`config.mk`:
```
export PLATFORM = sky130hd
export DESIGN_NAME = prefetch_buffer
export DESIGN_NICKNAME = d
export VERILOG_FILES = /design/src/source/prefetch_pkg.sv /design/src/source/fetch_fifo.sv /design/src/source/obi_instr_port.sv /design/src/source/outstanding_counter.sv /design/src/source/prefetch_buffer.sv /design/src/source/prefetch_controller.sv
export SDC_FILE = /design/constraint.sdc
export NUM_CORES = 1
export LEC_CHECK = 0
export BUFFER_PORTS_ARGS = -buffer_cell sky130_fd_sc_hd__buf_2
export CORE_MARGIN = 3
export CORE_UTILIZATION = 50
export CTS_CLUSTER_DIAMETER = 100
export CTS_CLUSTER_SIZE = 24
export DETAILED_ROUTE_END_ITERATION = 12
export PLACE_DENSITY = 0.74
export SYNTH_ARGS = -nofsm -noshare
export SYNTH_HDL_FRONTEND = slang
export SYNTH_SLANG_ARGS = --single-unit
```
`constraint.sdc`:
```
create_clock -name clk -period 4.6 [get_ports clk]
set_input_delay 0.92 -clock clk [delete_from_list [all_inputs] [get_ports clk]]
set_output_delay 0.92 -clock clk [all_outputs]
set_load 0.1 [all_outputs]
```
`src/source/prefetch_pkg.sv`:
```
`default_nettype none

package prefetch_pkg;

  //////////////////////////////
  // Sizing
  //////////////////////////////

  // FIFO depth, must stay >= 2
  localparam int fifo_depth_lp = 4;
  // Counts run 0..fifo_depth_lp inclusive
  localparam int cnt_width_lp  = $clog2(fifo_depth_lp) + 1;

  //////////////////////////////
  // Transfer types
  //////////////////////////////

  // Address phase wish, controller -> bus port
  typedef struct packed {
    logic        valid;
    logic [31:0] addr;   // Word aligned
  } bus_req_t;

  // Data phase beat, bus port -> controller
  typedef struct packed {
    logic        valid;  // Mirrors rvalid
    logic [31:0] rdata;
    logic        err;
  } bus_rsp_t;

  // One fetched word with its tag, 65 bits
  typedef struct packed {
    logic [31:0] addr;   // Address the word came from
    logic [31:0] rdata;
    logic        err;    // Bus error on this word
  } fetch_entry_t;

endpackage

`default_nettype wire

```
`src/source/fetch_fifo.sv`:
```
`default_nettype none

module fetch_fifo (
  input  logic                                  clk,
  input  logic                                  rst_n_i,
  input  logic                                  flush_i,  // Drop all entries
  input  logic                                  push_i,
  input  prefetch_pkg::fetch_entry_t            entry_i,
  input  logic                                  pop_i,
  output prefetch_pkg::fetch_entry_t            entry_o,  // Head entry
  output logic [prefetch_pkg::cnt_width_lp-1:0] count_o,
  output logic                                  empty_o
);

  import prefetch_pkg::*;

  typedef logic [cnt_width_lp-2:0] ptr_t;

  fetch_entry_t            mem_q [fifo_depth_lp];  // Storage, no reset
  ptr_t                    wr_ptr_q;
  ptr_t                    rd_ptr_q;
  logic [cnt_width_lp-1:0] count_q;  // Occupancy
  logic                    do_push;
  logic                    do_pop;

  // Circular increment, works for any depth
  function automatic ptr_t ptr_next(input ptr_t ptr);
    ptr_next = (ptr == ptr_t'(fifo_depth_lp - 1)) ? '0 : ptr + 1'b1;
  endfunction

  // Flush wins over push and pop
  assign do_push = push_i & ~flush_i & (count_q != cnt_width_lp'(fifo_depth_lp));
  assign do_pop  = pop_i & ~flush_i & ~empty_o;

  always_ff @(posedge clk) begin
    if (do_push) begin
      mem_q[wr_ptr_q] <= entry_i;
    end
  end

  //////////////////////////////
  // Pointers and occupancy
  //////////////////////////////

  always_ff @(posedge clk or negedge rst_n_i) begin
    if (!rst_n_i) begin
      wr_ptr_q <= '0;
      rd_ptr_q <= '0;
      count_q  <= '0;
    end else if (flush_i) begin
      wr_ptr_q <= '0;  // Empty in one cycle
      rd_ptr_q <= '0;
      count_q  <= '0;
    end else begin
      if (do_push) wr_ptr_q <= ptr_next(wr_ptr_q);
      if (do_pop)  rd_ptr_q <= ptr_next(rd_ptr_q);
      case ({do_push, do_pop})
        2'b10:   count_q <= count_q + 1'b1;
        2'b01:   count_q <= count_q - 1'b1;
        default: count_q <= count_q;  // Both or neither
      endcase
    end
  end

  assign entry_o = mem_q[rd_ptr_q];
  assign count_o = count_q;  // Feeds the credit rule
  assign empty_o = (count_q == '0);

endmodule

`default_nettype wire

```
`src/source/obi_instr_port.sv`:
```
`default_nettype none

module obi_instr_port (
  input  logic                   clk,
  input  logic                   rst_n_i,
  input  prefetch_pkg::bus_req_t trans_i,        // Transaction wish from controller
  output logic                   trans_ready_o,  // Address phase granted
  output prefetch_pkg::bus_rsp_t rsp_o,          // Response beat
  output logic                   instr_req_o,
  input  logic                   instr_gnt_i,
  output logic [31:0]            instr_addr_o,
  input  logic [31:0]            instr_rdata_i,
  input  logic                   instr_rvalid_i,
  input  logic                   instr_err_i
);

  typedef enum logic {PORT_IDLE, PORT_WAIT} port_state_e;

  port_state_e state_q;
  port_state_e state_d;
  logic [31:0] addr_q;  // Address held while grant is pending

  // Address phase FSM
  always_comb begin
    state_d = state_q;
    case (state_q)
      PORT_IDLE: begin
        if (trans_i.valid && !instr_gnt_i) begin
          state_d = PORT_WAIT;  // Not granted, freeze the address
        end
      end
      PORT_WAIT: begin
        if (instr_gnt_i) begin
          state_d = PORT_IDLE;
        end
      end
      default: state_d = PORT_IDLE;
    endcase
  end

  always_ff @(posedge clk or negedge rst_n_i) begin
    if (!rst_n_i) begin
      state_q <= PORT_IDLE;
    end else begin
      state_q <= state_d;
    end
  end

  // Capture on the first request cycle only
  always_ff @(posedge clk) begin
    if (state_q == PORT_IDLE && trans_i.valid) begin
      addr_q <= trans_i.addr;
    end
  end

  // Once raised, req stays up until gnt, independent of the controller
  assign instr_req_o   = (state_q == PORT_WAIT) | trans_i.valid;
  assign instr_addr_o  = (state_q == PORT_WAIT) ? addr_q : trans_i.addr;
  assign trans_ready_o = instr_req_o & instr_gnt_i;

  // Data phase is forwarded untouched
  assign rsp_o = '{valid: instr_rvalid_i, rdata: instr_rdata_i, err: instr_err_i};

endmodule

`default_nettype wire

```
`src/source/outstanding_counter.sv`:
```
`default_nettype none

module outstanding_counter (
  input  logic                                  clk,
  input  logic                                  rst_n_i,
  input  logic                                  issue_i,   // Request granted
  input  logic                                  retire_i,  // Response seen
  input  logic                                  branch_i,  // Everything in flight goes stale
  output logic [prefetch_pkg::cnt_width_lp-1:0] outstanding_o,
  output logic                                  discard_o
);

  import prefetch_pkg::*;

  logic [cnt_width_lp-1:0] out_q;
  logic [cnt_width_lp-1:0] out_d;
  logic [cnt_width_lp-1:0] discard_q;  // Stale responses still to come
  logic [cnt_width_lp-1:0] discard_d;

  always_comb begin
    out_d = out_q;
    if (issue_i)  out_d = out_d + 1'b1;
    if (retire_i) out_d = out_d - 1'b1;
  end

  // Stale count takes everything that will still be in flight next cycle,
  // a grant landing in the branch cycle included
  always_comb begin
    discard_d = discard_q;
    if (branch_i) begin
      discard_d = out_d;
    end else if (retire_i && discard_q != '0) begin
      discard_d = discard_q - 1'b1;  // Retire eats stale ones first
    end
  end

  always_ff @(posedge clk or negedge rst_n_i) begin
    if (!rst_n_i) begin
      out_q     <= '0;
      discard_q <= '0;
    end else begin
      out_q     <= out_d;
      discard_q <= discard_d;
    end
  end

  assign outstanding_o = out_q;
  assign discard_o     = (discard_q != '0);

endmodule

`default_nettype wire

```
`src/source/prefetch_buffer.sv`:
```
`default_nettype none

module prefetch_buffer (
  input  logic                       clk,
  input  logic                       rst_n_i,
  input  logic                       req_i,
  input  logic                       branch_i,
  input  logic [31:0]                branch_addr_i,
  input  logic                       fetch_ready_i,
  output logic                       fetch_valid_o,
  output prefetch_pkg::fetch_entry_t fetch_entry_o,
  output logic                       instr_req_o,
  input  logic                       instr_gnt_i,
  output logic [31:0]                instr_addr_o,
  input  logic [31:0]                instr_rdata_i,
  input  logic                       instr_rvalid_i,
  input  logic                       instr_err_i,
  output logic                       busy_o
);

  import prefetch_pkg::*;

  bus_req_t                trans;
  logic                    trans_ready;
  bus_rsp_t                rsp;
  logic [31:0]             rsp_addr;
  logic [cnt_width_lp-1:0] outstanding;
  logic                    discard;
  logic                    issue;
  logic                    retire;
  logic                    sel_fifo;
  logic                    fifo_push;
  logic                    fifo_pop;
  logic                    fifo_flush;
  logic [cnt_width_lp-1:0] fifo_count;
  logic                    fifo_empty;
  fetch_entry_t            fifo_head;
  fetch_entry_t            live_entry;  // Tagged response of this cycle

  //////////////////////////////
  // Bus side
  //////////////////////////////

  obi_instr_port u_port (
    .clk           (clk),
    .rst_n_i       (rst_n_i),
    .trans_i       (trans),
    .trans_ready_o (trans_ready),
    .rsp_o         (rsp),
    .instr_req_o   (instr_req_o),
    .instr_gnt_i   (instr_gnt_i),
    .instr_addr_o  (instr_addr_o),
    .instr_rdata_i (instr_rdata_i),
    .instr_rvalid_i(instr_rvalid_i),
    .instr_err_i   (instr_err_i)
  );

  // Flush doubles as the branch event
  outstanding_counter u_cnt (
    .clk          (clk),
    .rst_n_i      (rst_n_i),
    .issue_i      (issue),
    .retire_i     (retire),
    .branch_i     (fifo_flush),
    .outstanding_o(outstanding),
    .discard_o    (discard)
  );

  //////////////////////////////
  // FIFO and fall-through
  //////////////////////////////

  assign live_entry = '{addr: rsp_addr, rdata: rsp.rdata, err: rsp.err};

  fetch_fifo u_fifo (
    .clk    (clk),
    .rst_n_i(rst_n_i),
    .flush_i(fifo_flush),
    .push_i (fifo_push),
    .entry_i(live_entry),
    .pop_i  (fifo_pop),
    .entry_o(fifo_head),
    .count_o(fifo_count),
    .empty_o(fifo_empty)
  );

  // Empty FIFO lets the response through in the same cycle
  assign fetch_entry_o = sel_fifo ? fifo_head : live_entry;

  prefetch_controller u_ctrl (
    .clk          (clk),
    .rst_n_i      (rst_n_i),
    .req_i        (req_i),
    .branch_i     (branch_i),
    .branch_addr_i(branch_addr_i),
    .busy_o       (busy_o),
    .trans_o      (trans),
    .trans_ready_i(trans_ready),
    .rsp_i        (rsp),
    .rsp_addr_o   (rsp_addr),
    .outstanding_i(outstanding),
    .discard_i    (discard),
    .issue_o      (issue),
    .retire_o     (retire),
    .fetch_ready_i(fetch_ready_i),
    .fetch_valid_o(fetch_valid_o),
    .sel_fifo_o   (sel_fifo),
    .push_o       (fifo_push),
    .pop_o        (fifo_pop),
    .flush_o      (fifo_flush),
    .fifo_count_i (fifo_count),
    .fifo_empty_i (fifo_empty)
  );

endmodule

`default_nettype wire

```
`src/source/prefetch_controller.sv`:
```
`default_nettype none

module prefetch_controller (
  input  logic                                  clk,
  input  logic                                  rst_n_i,
  input  logic                                  req_i,
  input  logic                                  branch_i,
  input  logic [31:0]                           branch_addr_i,
  output logic                                  busy_o,
  output prefetch_pkg::bus_req_t                trans_o,
  input  logic                                  trans_ready_i,  // Grant
  input  prefetch_pkg::bus_rsp_t                rsp_i,
  output logic [31:0]                           rsp_addr_o,     // Tag for the live response
  input  logic [prefetch_pkg::cnt_width_lp-1:0] outstanding_i,
  input  logic                                  discard_i,
  output logic                                  issue_o,
  output logic                                  retire_o,
  input  logic                                  fetch_ready_i,
  output logic                                  fetch_valid_o,
  output logic                                  sel_fifo_o,
  output logic                                  push_o,
  output logic                                  pop_o,
  output logic                                  flush_o,
  input  logic [prefetch_pkg::cnt_width_lp-1:0] fifo_count_i,
  input  logic                                  fifo_empty_i
);

  import prefetch_pkg::*;

  typedef enum logic [1:0] {IDLE, FETCH, BRANCH_WAIT} ctrl_state_e;

  ctrl_state_e           state_q;
  ctrl_state_e           state_d;
  logic [31:0]           fetch_addr_q;  // Next address to ask for
  logic [31:0]           tag_addr_q;    // Oldest live request
  logic [31:0]           target;        // Branch target, word aligned
  logic                  pending_q;     // Request up, no grant yet
  logic                  wait_gnt;
  logic [cnt_width_lp:0] credit_sum;
  logic                  credit_ok;
  logic                  new_req;
  logic                  rsp_live;      // Response for the current stream

  assign target     = {branch_addr_i[31:2], 2'b00};
  assign wait_gnt   = pending_q & ~trans_ready_i;
  // Buffered plus in flight must stay below depth, so a push always fits
  assign credit_sum = {1'b0, fifo_count_i} + {1'b0, outstanding_i};
  assign credit_ok  = credit_sum < (cnt_width_lp + 1)'(fifo_depth_lp);

  //////////////////////////////
  // FSM
  //////////////////////////////

  always_comb begin
    state_d = state_q;
    case (state_q)
      IDLE, FETCH: begin
        if (branch_i) begin
          state_d = wait_gnt ? BRANCH_WAIT : FETCH;  // Old address still on the bus
        end else if (state_q == IDLE && req_i) begin
          state_d = FETCH;
        end else if (!req_i) begin
          state_d = IDLE;
        end
      end
      BRANCH_WAIT: begin
        if (trans_ready_i) state_d = FETCH;  // Stale grant done, target next
      end
      default: state_d = IDLE;
    endcase
  end

  always_ff @(posedge clk or negedge rst_n_i) begin
    if (!rst_n_i) begin
      state_q      <= IDLE;
      pending_q    <= 1'b0;
      fetch_addr_q <= '0;
      tag_addr_q   <= '0;
    end else begin
      state_q   <= state_d;
      pending_q <= trans_o.valid & ~trans_ready_i;
      if (branch_i) begin
        fetch_addr_q <= target;
        tag_addr_q   <= target;
      end else begin
        if (issue_o && state_q != BRANCH_WAIT) fetch_addr_q <= fetch_addr_q + 32'd4;
        if (rsp_live) tag_addr_q <= tag_addr_q + 32'd4;  // In-order responses
      end
    end
  end

  // A raised request is held until granted
  assign new_req = (state_q == FETCH) & req_i & credit_ok & ~branch_i;
  assign trans_o = '{valid: pending_q | new_req, addr: fetch_addr_q};
  assign issue_o = trans_o.valid & trans_ready_i;
  // Second flush marks the stale grant as discardable
  assign flush_o = branch_i | ((state_q == BRANCH_WAIT) & trans_ready_i);

  //////////////////////////////
  // Response steering
  //////////////////////////////

  assign retire_o      = rsp_i.valid;
  assign rsp_live      = rsp_i.valid & ~discard_i;
  assign rsp_addr_o    = tag_addr_q;
  assign sel_fifo_o    = ~fifo_empty_i;  // FIFO head is older than any live beat
  assign fetch_valid_o = ~fifo_empty_i | rsp_live;
  assign pop_o         = ~fifo_empty_i & fetch_ready_i & ~branch_i;
  // Push unless the beat falls straight through
  assign push_o        = rsp_live & ~branch_i & ~(fifo_empty_i & fetch_ready_i);
  assign busy_o        = trans_o.valid | (outstanding_i != '0);

endmodule

`default_nettype wire

```
==> results.py, run 1 <==
metrics = {
    "worst_setup_path": {
        "reg2reg_slack_ps": 1450,
        "crit_path_start_kind": "flop",
        "worstPathArrival_ps": 2760,
        "cpMostUsedCell": "nand2_1",
        "reg2regPathDepth": 8,
        "path_buf_inv": 2,
        "end_kind": "primary output",
        "rr_startpoint": "u_cnt.discard_q[0]",
        "worstSetupPathType": "reg -> out",
        "crit_slowest_cell": "dfrtp_4",
        "required_ps": 3680,
        "path_cells": "buf_4 > mux4_2 > nand2_1 > nand2_1 > buf_2",
        "cp_slowest_stage_delay_ps": 880,
        "r2r-end": "u_fifo.mem_q[3][14]",
        "critPathMaxFanout": 35,
        "critPathTopFamily": "flip-flops",
    },
    "logic_synthesis": {
        "synth_top_cell_by_area": "edfxtp_1",
        "synth_edf_count": 282,
        "synth-seq-cells": 359,
        "ys.flop_type": "edfxtp_1",
        "synth-compound-area-share_pct": 3.45,
        "synth.distinct_cells": 58,
        "synth_top_area_share_pct": 53.8,
        "yosys-top-cells-area": "edfxtp_1, dfrtp_1, mux4_2, nand2_1, mux2_2",
        "synth_top_family_by_area": "multiplexers",
        "ys_warn_count": 0,
        "yosys.area_share.adder_pct": 1.24,
        "yosys.area_share.simple_pct": 11.8,
        "synth_mux_area_share_pct": 13.0,
        "ys_seq_area_share_pct": 66.0,
        "synthXorXnorAreaFrac_pct": 2.56,
        "syn_area_per_cell_um2": 14.4,
        "syn_area_mm2": 0.0157,
        "netlist_instances": 1093,
        "synth-async-reset-ratio_pct": 21.4,
    },
    "clock_tree": {
        "clkTransAtPathRegs_ps": 100,
        "cts_resized": 0,
        "cts_tree": "done",
        "cts_root_buf": "clkbuf_16",
        "cts_buffers": 18,
        "hold_buffers": 0,
        "clock_latency_ps": 530,
        "htree_levels": 1,
        "cts.path.max_buffers": 3,
        "cts.sinks": 359,
        "post_cts_buffers": 0,
    },
    "pwr": {
        "p_clk_share_pct": 19.8,
        "cellPowerDensity_mw_per_mm2": 498,
        "ir_drop_v": 0.000383,
        "p_seq_share_pct": 44.6,
        "total_leakage_power_nw": 6.27,
        "intPower_mw": 5.05,
        "pwr-share-comb_pct": 35.7,
        "p_sw_share_pct": 42.2,
        "power_switching_mw": 3.69,
    },
    "run": {
        "maxCapViolCount": 0,
    },
    "final_layout": {
        "syn_to_final_growth_pct": 11.4,
        "nets": 1329,
        "final_cell_mix": "edfxtp_1, nand2_1, buf_2",
        "finalNonFillerCells": 1649,
        "drive_gt1_share_pct": 26.8,
        "fillers": 2465,
        "final_common_cell": "edfxtp_1",
        "diodes": 0,
    },
    "sta": {
        "fin_crit_sh_pct": 80.0,
        "setup_viol": 0,
        "holdWs_ps": 485,
        "worst_pin_slew_ps": 825,
        "hold_viol_final": 0,
        "slew_headroom_pct": 45.0,
        "fin_worst_skew_ps": 20.2,
        "min_period_ps": 3680,
        "slew_viol_final": 0,
        "rsz0062_at_grt": "false",
        "fmax_mhz": 272,
        "setup-tns-final_ps": 0,
    },
    "die": {
        "rows": 64,
        "dieArea_mm2": 0.0337,
        "core_area_mm2": 0.0308,
        "dieWidth_um": 183,
        "start_util_pct": 51.1,
        "fp.dieH_um": 183,
        "boundaryPins": 172,
    },
    "drt": {
        "ant_nets": 0,
        "top_layer": "met4",
        "drt-initial-drc-count": 771,
        "wl_met3_mm": 2.02,
        "drc": 0,
        "met2_length_mm": 15.4,
        "wl_met1_mm": 15.2,
        "num_vias": 9483,
        "vias_per_cell": 5.75,
        "routed_wl_mm": 33.1,
        "wire_per_inst_um": 20.1,
        "drt_pass1_iterations": 5,
    },
    "global_routing": {
        "antenna_found_initial": 0,
        "grt_max_degree": 63,
        "grt_pass1_vias": 9296,
        "grt_pass1_wl_mm": 51.6,
        "grt_usage_pct": 19.4,
        "grt_overflow": 0,
    },
    "placed_design": {
        "dp_hpwl_mm": 21.4,
        "io_buffers": 165,
        "dp_cells": 1618,
        "place_congestion": 0.796,
    },
    "hold_path": {
        "hold_path_class": "in -> async",
    },
    "run_status": {
        "outcome": "finished clean",
    },
}
cells in the mapped netlist, types with 4 or more instances:
master / count
a21boi_1: 4
a21oi_1: 22
a31oi_1: 11
and2_1: 9
and3_1: 5
buf_2: 11
buf_4: 4
clkbuf_1: 38
dfrtp_1: 77
edfxtp_1: 282
ha_1: 14
inv_1: 17
mux2_2: 50
mux2i_1: 6
mux4_2: 63
nand2_1: 223
nand2b_1: 11
nand3_1: 30
nand3b_1: 5
nand4_1: 22
nor2_1: 37
nor3_1: 18
nor4_1: 10
nor4_2: 5
o21ai_0: 15
o31a_1: 12
o31ai_1: 4
or3_1: 4
or4_1: 4
xnor2_1: 31
xor2_1: 15
registers in the layout, summed over array words and instances, names as in the netlist:
register and count:
u_ctrl.pending_q 1, u_port.state_q 1, u_fifo.mem_q 252, u_ctrl.rsp_addr_o 30, u_ctrl.fetch_addr_q 30, u_fifo.count_o 3
u_cnt.discard_q 3, u_cnt.outstanding_o 3, u_ctrl.state_q 2, u_fifo.wr_ptr_q 2, u_fifo.rd_ptr_q 2, u_port.addr_q 30
power by group through the flow:
stage / Clock, mW / Combinational (mW) / Sequential [mW]
global placement: 0 / 3.11 / 3.95
floorplan: 0 / 2.65 / 3.87
detailed placement: 0 / 3.14 / 3.96
global route: 1.88 / 3.27 / 3.92
finish: 1.73 / 3.12 / 3.89
CTS: 1.78 / 3.14 / 3.89
logic make-up after synthesis:
logic type,Yosys count
adder cells (fa/ha/maj),15
AO/OA/AOI/OAI,83
buffers and inverters,73
AND/OR/NAND/NOR,397
multiplexers,119
other,1
XOR/XNOR,46
flip-flops,359
worst max path at each step:
stage                                  start                   to  slack (ps)  depth (start not counted)
final                     u_fifo.rd_ptr_q[0]    fetch_entry_o[41]         920                          5
after global routing      u_fifo.rd_ptr_q[0]    fetch_entry_o[41]         750                          5
after CTS                 u_fifo.rd_ptr_q[0]    fetch_entry_o[36]         860                          5
after detailed placement      instr_rvalid_i  u_fifo.mem_q[3][36]        1000                          7
after global placement        instr_rvalid_i  u_fifo.mem_q[3][36]        1050                          7
after floorplan            u_fifo.count_o[0]    fetch_entry_o[45]         360                          5
through the flow:
stage | instance area [µm²] | setup slack, ps | total power, mW | utilization (%)
6_report | 17500 | 921 | 8.74 | 56.9
5_1_grt | 17500 | 753 | 9.08 | 56.9
4_1_cts | 17500 | 858 | 8.81 | 56.9
3_5_place_dp | 17000 | 1000 | 7.10 | 55.2
3_3_place_gp | 17000 | 1050 | 7.07 | 55.2
2_1_floorplan | 15800 | 360 | 6.51 | -
per-layer routing:
layer  vias up  track usage [%]
li1       4374                -
met1      4747             29.0
met2       331             31.6
met3        31             2.31
met4         0             3.32
met5         -                0
cell type report:
cell class | count | area [µm²] | area share, %
flip-flops and latches | 359 | 10400 | 59.3
repair buffers | 181 | 986 | 5.62
multi-input cells | 664 | 5070 | 28.9
inverters | 18 | 67.6 | 0.385
clock inverters | 1 | 16.3 | 0.0928
clock buffers | 30 | 495 | 2.83
well taps | 396 | 495 | 2.83
No activity file was read; power rests on OpenSTA's default activity.
==> run 2: changes to the inputs <==
- PLACE_DENSITY: 0.74 -> 0.76
- clock period: 4.6 -> 3.23 ns (I/O delays scaled with it)
==> run 2 against run 1 <==
  * Routed wire length grew 2.6%
  * Total power increased by 49%
  * Sequential share of layout area decreased by 2.4 points
  * Clock power rose by 43%
  * Global-route usage up 0.64 points
  * Critical path type unchanged
  * Worst hold slack worse by 330 ps
  * Combinational power up 61%
  * Highest routed layer unchanged
  * Non-clock buffer count grew 11
  * Largest power group unchanged
  * Critical path depth stayed put
  * Final cell count grew 0.73%
==> results.py, run 2 (synthesis gave the netlist of run 1 again) <==
metrics = {
    "drt": {
        "wl_met3_mm": 2.54,
        "met2_length_mm": 16.1,
        "wire_per_inst_um": 20.5,
        "drc": 0,
        "num_vias": 9627,
        "top_layer": "met4",
        "drt_pass1_iterations": 5,
        "routed_wl_mm": 34.0,
        "ant_nets": 0,
        "wl_met1_mm": 14.8,
        "vias_per_cell": 5.80,
        "drt-initial-drc-count": 826,
    },
    "clock_tree": {
        "htree_levels": 1,
        "cts.path.max_buffers": 3,
        "clock_latency_ps": 520,
        "clkTransAtPathRegs_ps": 100,
        "cts.sinks": 359,
        "cts_root_buf": "clkbuf_16",
        "cts_tree": "done",
        "cts_buffers": 18,
    },
    "global_routing": {
        "antenna_found_initial": 0,
        "grt_overflow": 0,
        "grt_usage_pct": 20.0,
        "grt_max_degree": 63,
        "grt_pass1_wl_mm": 53.0,
        "grt_pass1_vias": 9510,
    },
    "sta": {
        "fmax_mhz": 327,
        "slew_headroom_pct": 36.2,
        "worst_pin_slew_ps": 949,
        "holdWs_ps": 156,
        "fin_crit_sh_pct": 94.6,
        "rsz0062_at_grt": "false",
        "hold_viol_final": 0,
        "fin_worst_skew_ps": 20.7,
        "setup_viol": 0,
        "slew_viol_final": 0,
        "min_period_ps": 3050,
    },
    "worst_setup_path": {
        "worstPathArrival_ps": 2410,
        "critPathMaxFanout": 6,
        "r2r-end": "u_cnt.discard_q[2]",
        "end_kind": "primary output",
        "reg2regPathDepth": 10,
        "reg2reg_slack_ps": 530,
        "crit_path_start_kind": "flop",
        "startpoint": "u_fifo.count_o[2]",
        "rr_startpoint": "u_fifo.count_o[2]",
        "required_ps": 2580,
        "worstSetupPathType": "reg -> out",
    },
    "final_layout": {
        "multi_input_area_mm2": 0.00508,
        "final_common_cell": "edfxtp_1",
        "largest_reg_flops": 252,
        "drive_gt1_share_pct": 27.4,
        "regMostFlops": "u_fifo.mem_q",
        "diodes": 0,
        "nets": 1340,
        "finalNonFillerCells": 1661,
        "fillers": 2341,
        "syn_to_final_growth_pct": 16.0,
        "seq_area_mm2": 0.0104,
        "final_cell_mix": "edfxtp_1, nand2_1, buf_2",
    },
    "die": {
        "boundaryPins": 172,
        "rows": 64,
        "dieWidth_um": 183,
        "dieArea_mm2": 0.0337,
        "fp.dieH_um": 183,
        "start_util_pct": 51.1,
        "core_area_mm2": 0.0308,
    },
    "run_status": {
        "outcome": "finished clean",
    },
    "placed_design": {
        "dp_hpwl_mm": 22.4,
        "dp_cells": 1628,
        "place_congestion": 0.850,
        "io_buffers": 165,
    },
    "pwr": {
        "total_leakage_power_nw": 6.55,
        "ir_drop_v": 0.000482,
        "cellPowerDensity_mw_per_mm2": 711,
    },
    "hold_path": {
        "hold_path_class": "in -> async",
    },
    "run": {
        "maxCapViolCount": 0,
    },
}
## run 2: changes by cell type in the layout (fill, tap and decap cells not counted), sizes merged
cell | before | now
buf | 181 | 192
clkbuf | 30 | 31
## run 2: cell type report
type / count / area share [%]
Sequential cell: 359 / 56.9
Multi-Input combinational cell: 664 / 27.8
Timing Repair Buffer: 192 / 9.35
Clock buffer: 31 / 2.73
Tap cell: 396 / 2.71
Inverter: 18 / 0.370
Clock inverter: 1 / 0.0891
## run 2: how the worst max path moves through the flow
stage / endpoint / slack, ps / depth (start not counted)
after floorplan: fetch_entry_o[45] / -740 / 5
after global placement: fetch_entry_o[7] / 530 / 5
after detailed placement: fetch_entry_o[57] / 500 / 3
after CTS: fetch_entry_o[25] / 40 / 5
after global routing: fetch_entry_o[7] / 30 / 5
final: instr_req_o / 180 / 5
## run 2: critical path: stages (launching register included)
cell	delay, ps
dfrtp_1	470
ha_1	300
and4bb_2	320
a31oi_1	140
nand2b_1	190
buf_2	470
## run 2: per-layer routing
layer | vias up | global-route usage (%)
li1 | 4407 | -
met1 | 4813 | 29.6
met2 | 373 | 32.5
met3 | 34 | 2.97
met4 | 0 | 3.44
met5 | - | 0
## run 2: through the flow
stage | instance area [µm²] | setup TNS (ps) | power, mW | setup slack, ps | util [%]
2_1_floorplan | 15800 | -1470 | 9.28 | -736 | -
6_report | 18300 | 0 | 13.0 | 175 | 59.2
3_3_place_gp | 17700 | 0 | 10.6 | 533 | 57.5
4_1_cts | 18200 | 0 | 13.1 | 42.8 | 59.2
3_5_place_dp | 17700 | 0 | 10.6 | 504 | 57.5
5_1_grt | 18300 | 0 | 13.5 | 30.6 | 59.2
## run 2: power breakdown
group          switching [mW]  internal, mW
Sequential              0.253          5.25
Combinational            3.70          1.32
Clock                    1.39          1.07
## run 2: timing repair
| item | in CTS | in global routing |
|---|---|---|
| setup endpoints to repair | 13 | 9 |
| setup buffers | 0 | 1 |
| resized for setup | 2 | 0 |
| hold buffers | 0 | 0 |
| hold endpoints to repair | 0 | 0 |
